===== src/sm83_pkg.sv =====
`default_nettype none

package sm83_pkg;

	// Data and address widths fixed by the instruction set
	localparam int WORD_SIZE = 8;
	localparam int ADR_WIDTH = 16;

	typedef logic [WORD_SIZE-1:0] word_t;
	typedef logic [ADR_WIDTH-1:0] adr_t;

	// The first fetch after reset starts here
	localparam adr_t RESET_PC = 16'h0000;

	// T-state index within one M-cycle, 0 to 3 stand for T1 to T4
	typedef logic [1:0] tstate_t;

	localparam tstate_t T1 = 2'd0;
	localparam tstate_t T2 = 2'd1;
	localparam tstate_t T3 = 2'd2;
	localparam tstate_t T4 = 2'd3;

	typedef enum logic [1:0] {M1, M2, M3, M4} mcycle_t;

	// Pair order matches bits 2..1 of a register code
	typedef enum logic [1:0] {PAIR_BC, PAIR_DE, PAIR_HL, PAIR_AF} reg_pair_t;

	// Sources that can drive the internal data bus
	typedef enum logic [1:0] {BUS_REG, BUS_DATA_IN, BUS_TEMP, BUS_ZERO} bus_src_t;

	typedef enum logic [3:0] {
		CLS_NOP,
		CLS_LD_R_N,
		CLS_LD_R_R,
		CLS_LD_R_HL,
		CLS_LD_HL_R,
		CLS_LD_HL_N,
		CLS_ST_XX_A,
		CLS_LD_A_XX,
		CLS_ST_NN_A,
		CLS_LD_A_NN
	} instr_class_t;

	// Register codes with a special meaning in the 3-bit operand fields
	localparam logic [2:0] CODE_HL_IND = 3'd6;
	localparam logic [2:0] CODE_A      = 3'd7;

	// Direct addressing opcodes
	localparam word_t OP_LDX_ST = 8'hEA;
	localparam word_t OP_LDX_LD = 8'hFA;

endpackage

`default_nettype wire


===== src/sm83_address_unit.sv =====
`timescale 1ns/100ps
`default_nettype none

module sm83_address_unit import sm83_pkg::*; (
	input  logic  clk,
	input  logic  reset,
	input  logic  al_from_pc,
	input  logic  al_from_reg,
	input  logic  al_lo_from_bus,
	input  logic  al_hi_from_bus,
	input  logic  pc_inc,
	input  adr_t  rd_pair,
	input  word_t bus,
	output adr_t  adr
);

	adr_t pc;
	adr_t addr_latch;
	adr_t adr_inc;

	// The incrementer works on the latch, so the PC steps after its own fetch
	assign adr_inc = addr_latch + 16'd1;

	always_ff @(posedge clk) begin
		if (reset) begin
			pc         <= RESET_PC;
			addr_latch <= RESET_PC;
		end else begin
			if (pc_inc)
				pc <= adr_inc;
			// Full loads and byte loads never overlap in the same T-state
			if (al_from_pc)
				addr_latch <= pc;
			else if (al_from_reg)
				addr_latch <= rd_pair;
			if (al_lo_from_bus)
				addr_latch[WORD_SIZE-1:0] <= bus;
			if (al_hi_from_bus)
				addr_latch[ADR_WIDTH-1:WORD_SIZE] <= bus;
		end
	end

	// The memory sees the latch, which holds from T2 to T4
	assign adr = addr_latch;

endmodule

`default_nettype wire


===== src/sm83_core.sv =====
`timescale 1ns/100ps
`default_nettype none

module sm83_core import sm83_pkg::*; (
	input  logic  clk,
	input  logic  reset,
	input  word_t data_in,
	output adr_t  adr,
	output word_t data_out,
	output logic  mem_read,
	output logic  mem_write
);

	tstate_t      tstate;
	logic         last_tstate;
	instr_class_t instr_class;
	reg_pair_t    src_pair, dst_pair, mem_pair;
	logic         src_hi, dst_hi;
	mcycle_t      last_mcycle;
	reg_pair_t    reg_sel;
	logic         reg_rd_hi, reg_hi_we, reg_lo_we;
	bus_src_t     bus_src;
	logic         ir_we, zero_opcode, in_latch_we, out_latch_we, temp_we;
	logic         al_from_pc, al_from_reg, al_lo_from_bus, al_hi_from_bus, pc_inc;
	word_t        bus, ir, rd_byte;
	adr_t         rd_pair;

	sm83_tstate_counter tstate_counter_i (
		.clk(clk), .reset(reset), .tstate(tstate), .last_tstate(last_tstate)
	);

	// Decode reads the IR directly, the sequencer sees only its summary
	sm83_decode decode_i (
		.ir(ir), .instr_class(instr_class), .src_pair(src_pair), .dst_pair(dst_pair),
		.src_hi(src_hi), .dst_hi(dst_hi), .mem_pair(mem_pair), .last_mcycle(last_mcycle)
	);

	sm83_sequencer sequencer_i (
		.clk(clk), .reset(reset), .tstate(tstate), .last_tstate(last_tstate),
		.instr_class(instr_class), .src_pair(src_pair), .dst_pair(dst_pair),
		.mem_pair(mem_pair), .src_hi(src_hi), .dst_hi(dst_hi), .last_mcycle(last_mcycle),
		.mem_read(mem_read), .mem_write(mem_write), .reg_sel(reg_sel),
		.reg_rd_hi(reg_rd_hi), .reg_hi_we(reg_hi_we), .reg_lo_we(reg_lo_we),
		.bus_src(bus_src), .ir_we(ir_we), .zero_opcode(zero_opcode),
		.in_latch_we(in_latch_we), .out_latch_we(out_latch_we), .temp_we(temp_we),
		.al_from_pc(al_from_pc), .al_from_reg(al_from_reg),
		.al_lo_from_bus(al_lo_from_bus), .al_hi_from_bus(al_hi_from_bus), .pc_inc(pc_inc)
	);

	sm83_regfile regfile_i (
		.clk(clk), .reset(reset), .reg_sel(reg_sel), .reg_rd_hi(reg_rd_hi),
		.reg_hi_we(reg_hi_we), .reg_lo_we(reg_lo_we), .bus(bus),
		.rd_byte(rd_byte), .rd_pair(rd_pair)
	);

	sm83_address_unit address_unit_i (
		.clk(clk), .reset(reset), .al_from_pc(al_from_pc), .al_from_reg(al_from_reg),
		.al_lo_from_bus(al_lo_from_bus), .al_hi_from_bus(al_hi_from_bus),
		.pc_inc(pc_inc), .rd_pair(rd_pair), .bus(bus), .adr(adr)
	);

	sm83_data_path data_path_i (
		.clk(clk), .reset(reset), .data_in(data_in), .rd_byte(rd_byte),
		.bus_src(bus_src), .in_latch_we(in_latch_we), .out_latch_we(out_latch_we),
		.temp_we(temp_we), .ir_we(ir_we), .zero_opcode(zero_opcode),
		.bus(bus), .ir(ir), .data_out(data_out)
	);

endmodule

`default_nettype wire


===== src/sm83_data_path.sv =====
`timescale 1ns/100ps
`default_nettype none

module sm83_data_path import sm83_pkg::*; (
	input  logic     clk,
	input  logic     reset,
	input  word_t    data_in,
	input  word_t    rd_byte,
	input  bus_src_t bus_src,
	input  logic     in_latch_we,
	input  logic     out_latch_we,
	input  logic     temp_we,
	input  logic     ir_we,
	input  logic     zero_opcode,
	output word_t    bus,
	output word_t    ir,
	output word_t    data_out
);

	word_t in_latch;
	word_t out_latch;
	word_t temp;

	// Internal bus, zero when no source is selected
	always_comb begin
		case (bus_src)
			BUS_REG:     bus = rd_byte;
			BUS_DATA_IN: bus = in_latch;
			BUS_TEMP:    bus = temp;
			default:     bus = '0;
		endcase
	end

	// IR starts as a NOP so decode is defined before the first fetch
	always_ff @(posedge clk) begin
		if (reset)
			ir <= '0;
		else if (ir_we)
			ir <= zero_opcode ? '0 : data_in;
	end

	// Latches and temp only move on their strobes
	always_ff @(posedge clk) begin
		if (in_latch_we)
			in_latch <= data_in;
		if (out_latch_we)
			out_latch <= bus;
		if (temp_we)
			temp <= bus;
	end

	// Store byte is held on the memory side until the next store
	assign data_out = out_latch;

endmodule

`default_nettype wire


===== src/sm83_decode.sv =====
`timescale 1ns/100ps
`default_nettype none

module sm83_decode import sm83_pkg::*; (
	input  word_t        ir,
	output instr_class_t instr_class,
	output reg_pair_t    src_pair,
	output reg_pair_t    dst_pair,
	output logic         src_hi,
	output logic         dst_hi,
	output reg_pair_t    mem_pair,
	output mcycle_t      last_mcycle
);

	// A sits in the high byte of AF, the other registers are high on even codes
	function automatic logic code_is_hi(input logic [2:0] code);
		return (code == CODE_A) ? 1'b1 : !code[0];
	endfunction

	// Classify by bit pattern, anything unknown runs as a NOP
	always_comb begin
		instr_class = CLS_NOP;
		if (ir[7:6] == 2'b00 && ir[2:0] == 3'b110) begin
			// 00ddd110 loads an immediate, ddd of 6 targets memory at HL
			instr_class = (ir[5:3] == CODE_HL_IND) ? CLS_LD_HL_N : CLS_LD_R_N;
		end else if (ir[7:6] == 2'b01) begin
			// 01110110 is HALT, which this core does not implement
			if (ir[5:3] == CODE_HL_IND && ir[2:0] == CODE_HL_IND)
				instr_class = CLS_NOP;
			else if (ir[2:0] == CODE_HL_IND)
				instr_class = CLS_LD_R_HL;
			else if (ir[5:3] == CODE_HL_IND)
				instr_class = CLS_LD_HL_R;
			else
				instr_class = CLS_LD_R_R;
		end else if (ir[7:5] == 3'b000 && ir[2:0] == 3'b010) begin
			// Bit 3 picks the direction, bit 4 picks BC or DE
			instr_class = ir[3] ? CLS_LD_A_XX : CLS_ST_XX_A;
		end else if (ir == OP_LDX_ST) begin
			instr_class = CLS_ST_NN_A;
		end else if (ir == OP_LDX_LD) begin
			instr_class = CLS_LD_A_NN;
		end
	end

	// Source field in bits 2..0, destination field in bits 5..3
	assign src_pair = reg_pair_t'(ir[2:1]);
	assign dst_pair = reg_pair_t'(ir[5:4]);
	assign src_hi   = code_is_hi(ir[2:0]);
	assign dst_hi   = code_is_hi(ir[5:3]);

	// Indirect accesses go through HL unless the opcode names BC or DE
	assign mem_pair = (instr_class == CLS_ST_XX_A || instr_class == CLS_LD_A_XX) ?
		reg_pair_t'({1'b0, ir[4]}) : PAIR_HL;

	always_comb begin
		case (instr_class)
			CLS_LD_R_N, CLS_LD_R_HL, CLS_LD_HL_R,
			CLS_ST_XX_A, CLS_LD_A_XX: last_mcycle = M2;
			CLS_LD_HL_N:              last_mcycle = M3;
			CLS_ST_NN_A, CLS_LD_A_NN: last_mcycle = M4;
			default:                  last_mcycle = M1;
		endcase
	end

endmodule

`default_nettype wire


===== src/sm83_regfile.sv =====
`timescale 1ns/100ps
`default_nettype none

module sm83_regfile import sm83_pkg::*; (
	input  logic      clk,
	input  logic      reset,
	input  reg_pair_t reg_sel,
	input  logic      reg_rd_hi,
	input  logic      reg_hi_we,
	input  logic      reg_lo_we,
	input  word_t     bus,
	output word_t     rd_byte,
	output adr_t      rd_pair
);

	// Pairs are indexed BC, DE, HL, AF in the order of reg_pair_t
	adr_t pairs [4];

	// One select drives both the read side and the byte write
	always_ff @(posedge clk) begin
		if (reset) begin
			for (int i = 0; i < 4; i++) begin
				pairs[i] <= '0;
			end
		end else begin
			if (reg_hi_we)
				pairs[reg_sel][ADR_WIDTH-1:WORD_SIZE] <= bus;
			if (reg_lo_we)
				pairs[reg_sel][WORD_SIZE-1:0] <= bus;
		end
	end

	// Whole pair feeds the address latch for indirect accesses
	assign rd_pair = pairs[reg_sel];

	// Byte read for register moves and stores
	assign rd_byte = reg_rd_hi ? pairs[reg_sel][ADR_WIDTH-1:WORD_SIZE] :
		pairs[reg_sel][WORD_SIZE-1:0];

endmodule

`default_nettype wire


===== src/sm83_sequencer.sv =====
`timescale 1ns/100ps
`default_nettype none

module sm83_sequencer import sm83_pkg::*; (
	input  logic         clk,
	input  logic         reset,
	input  tstate_t      tstate,
	input  logic         last_tstate,
	input  instr_class_t instr_class,
	input  reg_pair_t    src_pair,
	input  reg_pair_t    dst_pair,
	input  reg_pair_t    mem_pair,
	input  logic         src_hi,
	input  logic         dst_hi,
	input  mcycle_t      last_mcycle,
	output logic         mem_read,
	output logic         mem_write,
	output reg_pair_t    reg_sel,
	output logic         reg_rd_hi,
	output logic         reg_hi_we,
	output logic         reg_lo_we,
	output bus_src_t     bus_src,
	output logic         ir_we,
	output logic         zero_opcode,
	output logic         in_latch_we,
	output logic         out_latch_we,
	output logic         temp_we,
	output logic         al_from_pc,
	output logic         al_from_reg,
	output logic         al_lo_from_bus,
	output logic         al_hi_from_bus,
	output logic         pc_inc
);

	mcycle_t mcycle;
	logic    rst_flag;
	logic    t1, t2, t3, t4;
	logic    is_ldx;
	logic    imm_cycle;

	assign t1 = (tstate == T1);
	assign t2 = (tstate == T2);
	assign t3 = (tstate == T3);
	assign t4 = (tstate == T4);

	assign is_ldx = (instr_class == CLS_ST_NN_A || instr_class == CLS_LD_A_NN);

	// M-cycles that read an immediate byte at PC and step the PC
	assign imm_cycle = ((instr_class == CLS_LD_R_N || instr_class == CLS_LD_HL_N) &&
		mcycle == M2) || (is_ldx && (mcycle == M2 || mcycle == M3));

	// The reset flag turns the first M1 into a NOP that leaves the PC alone
	always_ff @(posedge clk) begin
		if (reset) begin
			mcycle   <= M1;
			rst_flag <= 1'b1;
		end else if (last_tstate) begin
			if (mcycle == last_mcycle)
				mcycle <= M1;
			else
				mcycle <= mcycle_t'(mcycle + 2'd1);
			if (mcycle == M1)
				rst_flag <= 1'b0;
		end
	end

	always_comb begin
		mem_read       = 1'b0;
		mem_write      = 1'b0;
		reg_sel        = PAIR_HL;
		reg_rd_hi      = 1'b0;
		reg_hi_we      = 1'b0;
		reg_lo_we      = 1'b0;
		bus_src        = BUS_ZERO;
		ir_we          = 1'b0;
		zero_opcode    = 1'b0;
		in_latch_we    = 1'b0;
		out_latch_we   = 1'b0;
		temp_we        = 1'b0;
		al_from_pc     = 1'b0;
		al_from_reg    = 1'b0;
		al_lo_from_bus = 1'b0;
		al_hi_from_bus = 1'b0;
		pc_inc         = 1'b0;

		// Opcode fetch, IR only holds the new opcode from T3 on
		if (mcycle == M1) begin
			al_from_pc  = t1;
			mem_read    = t2 && !rst_flag;
			ir_we       = t2;
			zero_opcode = t2 && rst_flag;
			pc_inc      = t3 && !rst_flag;
		end

		// Immediate byte lands in the data-in latch at the end of T2
		if (imm_cycle) begin
			al_from_pc  = t1;
			mem_read    = t2;
			in_latch_we = t2;
			pc_inc      = t3;
		end

		case (instr_class)
			CLS_LD_R_N, CLS_LD_R_HL: begin
				if (instr_class == CLS_LD_R_HL && mcycle == M2 && t1) begin
					reg_sel     = mem_pair;
					al_from_reg = 1'b1;
				end
				if (instr_class == CLS_LD_R_HL && mcycle == M2 && t2) begin
					mem_read    = 1'b1;
					in_latch_we = 1'b1;
				end
				if (mcycle == M2 && t4) begin
					bus_src   = BUS_DATA_IN;
					reg_sel   = dst_pair;
					reg_hi_we = dst_hi;
					reg_lo_we = !dst_hi;
				end
			end
			CLS_LD_R_R: begin
				// Source goes through temp since one select serves read and write
				if (mcycle == M1 && t3) begin
					reg_sel   = src_pair;
					reg_rd_hi = src_hi;
					bus_src   = BUS_REG;
					temp_we   = 1'b1;
				end
				if (mcycle == M1 && t4) begin
					bus_src   = BUS_TEMP;
					reg_sel   = dst_pair;
					reg_hi_we = dst_hi;
					reg_lo_we = !dst_hi;
				end
			end
			CLS_LD_HL_R, CLS_ST_XX_A, CLS_LD_HL_N: begin
				// Store byte reaches the out latch before the write M-cycle
				if (instr_class != CLS_LD_HL_N && mcycle == M1 && t4) begin
					reg_sel      = (instr_class == CLS_ST_XX_A) ? PAIR_AF : src_pair;
					reg_rd_hi    = (instr_class == CLS_ST_XX_A) ? 1'b1 : src_hi;
					bus_src      = BUS_REG;
					out_latch_we = 1'b1;
				end
				if (instr_class == CLS_LD_HL_N && mcycle == M2 && t4) begin
					bus_src      = BUS_DATA_IN;
					out_latch_we = 1'b1;
				end
				if (mcycle == last_mcycle && t1) begin
					reg_sel     = mem_pair;
					al_from_reg = 1'b1;
				end
				mem_write = (mcycle == last_mcycle) && t2;
			end
			CLS_LD_A_XX: begin
				if (mcycle == M2 && t1) begin
					reg_sel     = mem_pair;
					al_from_reg = 1'b1;
				end
				if (mcycle == M2 && t2) begin
					mem_read    = 1'b1;
					in_latch_we = 1'b1;
				end
				if (mcycle == M2 && t4) begin
					bus_src   = BUS_DATA_IN;
					reg_sel   = PAIR_AF;
					reg_hi_we = 1'b1;
				end
			end
			CLS_ST_NN_A, CLS_LD_A_NN: begin
				// Low address byte waits in temp while M3 reads the high byte
				if (mcycle == M2 && t4) begin
					bus_src = BUS_DATA_IN;
					temp_we = 1'b1;
				end
				if (instr_class == CLS_ST_NN_A && mcycle == M3 && t3) begin
					reg_sel      = PAIR_AF;
					reg_rd_hi    = 1'b1;
					bus_src      = BUS_REG;
					out_latch_we = 1'b1;
				end
				// The PC was already stepped at T3, so the latch is free at T4
				if (mcycle == M3 && t4) begin
					bus_src        = BUS_TEMP;
					al_lo_from_bus = 1'b1;
				end
				if (mcycle == M4 && t1) begin
					bus_src        = BUS_DATA_IN;
					al_hi_from_bus = 1'b1;
				end
				if (mcycle == M4 && t2) begin
					mem_write   = (instr_class == CLS_ST_NN_A);
					mem_read    = (instr_class == CLS_LD_A_NN);
					in_latch_we = (instr_class == CLS_LD_A_NN);
				end
				if (instr_class == CLS_LD_A_NN && mcycle == M4 && t4) begin
					bus_src   = BUS_DATA_IN;
					reg_sel   = PAIR_AF;
					reg_hi_we = 1'b1;
				end
			end
			default: begin
				// NOP and unknown opcodes only fetch
			end
		endcase
	end

endmodule

`default_nettype wire


===== src/sm83_tstate_counter.sv =====
`timescale 1ns/100ps
`default_nettype none

module sm83_tstate_counter import sm83_pkg::*; (
	input  logic    clk,
	input  logic    reset,
	output tstate_t tstate,
	output logic    last_tstate
);

	// Every M-cycle is four clocks long, so the counter never stalls
	always_ff @(posedge clk) begin
		if (reset) begin
			tstate <= T1;
		end else begin
			// Overflow of the 2-bit count wraps T4 back to T1
			tstate <= tstate_t'(tstate + 2'd1);
		end
	end

	// The sequencer advances the M-cycle on this flag
	assign last_tstate = (tstate == T4);

endmodule

`default_nettype wire


===== config.mk =====
export PLATFORM = sky130hd
export DESIGN_NAME = sm83_core
export DESIGN_NICKNAME = d
export VERILOG_FILES = /design/src/sm83_pkg.sv /design/src/sm83_address_unit.sv /design/src/sm83_core.sv /design/src/sm83_data_path.sv /design/src/sm83_decode.sv /design/src/sm83_regfile.sv /design/src/sm83_sequencer.sv /design/src/sm83_tstate_counter.sv
export SDC_FILE = /design/constraint.sdc
export NUM_CORES = 1
export LEC_CHECK = 0
export ABC_AREA = 1
export BUFFER_PORTS_ARGS = -buffer_cell sky130_fd_sc_hd__buf_2
export CAP_MARGIN = 20
export CORE_MARGIN = 4
export CORE_UTILIZATION = 55
export DETAILED_ROUTE_END_ITERATION = 12
export HOLD_SLACK_MARGIN = 0.05
export PLACE_DENSITY = 0.73
export RECOVER_POWER = 50
export SYNTH_ARGS = -nofsm -noshare
export SYNTH_HDL_FRONTEND = slang
export SYNTH_SLANG_ARGS = --single-unit
export TNS_END_PERCENT = 30

===== constraint.sdc =====
create_clock -name clk -period 4.4 [get_ports clk]
set_clock_uncertainty 0.2 [all_clocks]
set_input_delay 0 -clock clk [delete_from_list [all_inputs] [get_ports clk]]
set_output_delay 0 -clock clk [all_outputs]
set_load 0.03 [all_outputs]

==> results.yml <==
route:
  routed_wl_mm: 19.4
  wl_per_cell_um: 17.5
  antenna_left: 0
  vias_per_cell: 5.62
  num_vias: 6216
  drt_first_pass_iters: 6
  drcViolationCount: 0
  drtIter0Drc: 876
timing:
  clock.fmax_mhz: 246
  drv_slew: 28
  timing.final.ws_setup_ns: 0.343
  finalHoldViolations: 0
  finalSetupTns_ns: 0
  setup_viol: 0
  period_needed_ns: 4.06
  worstMarginPinSlew_ns: 1.59
  maxSlewHeadroom_pct: -5.72
  hold_slack_ns: 0.109
  final.period_utilization_pct: 92.2
  rsz0062_at_grt: "no"
grt:
  antenna_found_initial: 0
  grt_max_degree: 37
  grt_pass1_wl_mm: 31.1
  grt_usage_pct: 27.5
  grt_pass1_vias: 5825
  grt_overflow_total: 0
logic_synthesis:
  yosys.area.top_type: "edfxtp_1"
  syn-num-nets: 891
  synth_area_um2: 7110
  synthCells: 872
  ys_top_cells_by_count: "nand2_1 (143), inv_1 (133), nand3_1 (109)"
  synth_edf_count: 88
  synth_seq_cells: 133
  ys_types: 43
  yosysSeqAreaShare_pct: 49.8
  ys_warn_count: 0
  yosysMostFrequentCell: "nand2_1"
  postSynthAreaPerCell_um2: 8.16
  synthTopCellsByArea: "edfxtp_1 (37%), dfxtp_1 (13%), nand3_1 (7.7%)"
  synth_ff_type: "edfxtp_1"
  async_flop_share_pct: 0
  synth.top_cell.area_share_pct: 37.2
worst_setup_path:
  end_kind: "register"
  cp-start-kind: "register"
  critPathMaxFanout: 17
  worstPathRequired_ns: 4.46
  crit_arrival_ns: 4.12
  cp_slowest_stage_delay_ns: 0.47
  critPathKind: "register to register"
  cp_common_cell: "nand2_1"
  crit_slowest_cell: "dfxtp_1"
  crit_chain: "nand2_1 -> nor2_1 -> nand4_2 -> nand3_2 -> nand2_1 -> nand2_1 -> nand2_1 -> inv_1 -> nand3_1 -> nand2_1 -> nand2_1 -> nand2_1 -> nand4_4 -> clkbuf_2 -> nand2_1 -> nand3_1 -> nand3_1 -> nand3_1 -> nand2_2 -> nand2_2 -> nor2_1"
power:
  leakage_uw: 0.00337
  total_power_uw: 3050
  ir_drop_v: 0.000307
  power.density_nw_per_um2: 376
place:
  hpwl_mm: 13.9
  io_buffers: 35
  gp_congestion: 1.02
  dp_slack_ns: 0.626
  place_area_um2: 7480
finish:
  fin_area_um2: 8100
  layout.nets: 941
  area_growth_pct: 14.0
  fillers: 1120
  final_layout_size_suffix_gt1_share_pct: 10.5
  diodes: 0
cts:
  clock_latency_ns: 0.43
  htree_levels: 4
  ctsRootBufferMaster: "clkbuf_16"
  clock_sinks: 133
  cts_tree: "done"
  cts_max_path_buffers: 2
  post_cts_buffers: 0
  clk_pin_slew_ns: 0.06
  cts_buffers: 17
die:
  die_h_um: 122
  die-area_um2: 14800
  core_um2: 12600
  start_util_pct: 56.4
  die_w_um: 122
  rows: 41
  io-pin-count: 36
run:
  maxCapViolCount: 1
status:
  violations: "capacitance limit, slew limit"
  status: "complete, but fails checks"
worst_hold_path:
  hold_path.class: "input port to register"
[metal layers]
layer | part of all wire (%) | up-vias | global-route usage [%]
li1 | - | 2995 | -
met1 | 41 | 2833 | 37.0
met2 | 46 | 337 | 42.5
met3 | 9.6 | 51 | 6.50
met4 | 3.7 | 0 | 12.0
met5 | 0 | - | 0
[worst max-delay path: cells and delay by family, from the launching register on]
| family | cells | cell delay, ns |
|---|---|---|
| and+or+nand+nor | 19 | 2.76 |
| buffers and inverters | 2 | 0.46 |
| DFF | 1 | 0.47 |
[per-stage QoR]
step,utilization [%],cells
finish,64.2,1107
global route,64.2,1107
CTS,64.8,1107
detailed placement,59.3,1066
global placement,59.3,1066
floorplan,-,872
[timing repair]
action / 4_1_cts / 5_1_grt
hold endpoints to repair: 30 / 0
gates resized for setup: 0 / 0
hold buffers: 9 / 0
[cell usage in the layout, fill, tap and decap left out, drive strengths merged]
cell type,netlist,routed
a22o,1,1
a211oi,6,6
nand3,120,120
a31oi,3,3
nor4,1,1
clkinv,1,7
xnor2,6,6
ha,9,9
nand2,162,162
o21ai,62,62
inv,150,151
and3,1,1
nor3,3,3
nand3b,8,8
edfxtp,88,88
or2,1,1
a21oi,51,51
o211a,1,1
dfxtp,45,45
clkinvlp,0,1
a31o,1,1
dlygate4sd3,0,9
o32ai,1,1
nand4,13,13
buf,11,11
o211ai,4,4
clkbuf,16,62
xor2,7,7
nor2,92,92
o22ai,8,8
[registers in the layout, summed over array words and instances, names as in the netlist]
signal,count
data_path_i.data_out,8
regfile_i.pairs,64
sequencer_i.rst_flag,1
sequencer_i.mcycle,2
address_unit_i.pc,16
data_path_i.ir,8
address_unit_i.adr,16
data_path_i.temp,8
data_path_i.in_latch,8
tstate_counter_i.tstate,2
[worst paths after layout]
check | from | endpoint | slack [ns] | cells after the start
min reg2reg | tstate_counter_i.tstate[0]$_SDFF_PP0_ | tstate_counter_i.tstate[0]$_SDFF_PP0_ | 0.26 | 1
max reg2reg | data_path_i.ir[1]$_SDFFE_PP0P_ | regfile_i.pairs[0][7]$_SDFFCE_PN0P_ | 0.34 | 21
min | data_in[3] | data_path_i.in_latch[3]$_DFFE_PP_ | 0.11 | 2
max | data_path_i.ir[1]$_SDFFE_PP0P_ | regfile_i.pairs[0][7]$_SDFFCE_PN0P_ | 0.34 | 21
[cell families after synthesis]
group,Yosys count,synth area share (%)
flops,133,49.8
fa+ha+maj,9,1.58
compound gates,138,10.8
buf+inv,178,9.71
simple gates,401,26.4
xor+xnor,13,1.60
[area by class of cell]
cell class	count	area, um^2	share of cell area [%]
Tap cell	172	215	2.66
Clock inverter	8	57.6	0.710
Clock buffer	24	547	6.75
Timing Repair Buffer	58	314	3.88
Multi-Input combinational cell	561	2860	35.3
Inverter	151	567	6.99
Sequential cell	133	3540	43.7
[where the power goes]
part           internal [uW]  switching, uW
Sequential              1370           32.0
Combinational           70.0            172
Clock                    871            536
Power figures use the tool's default switching activity.
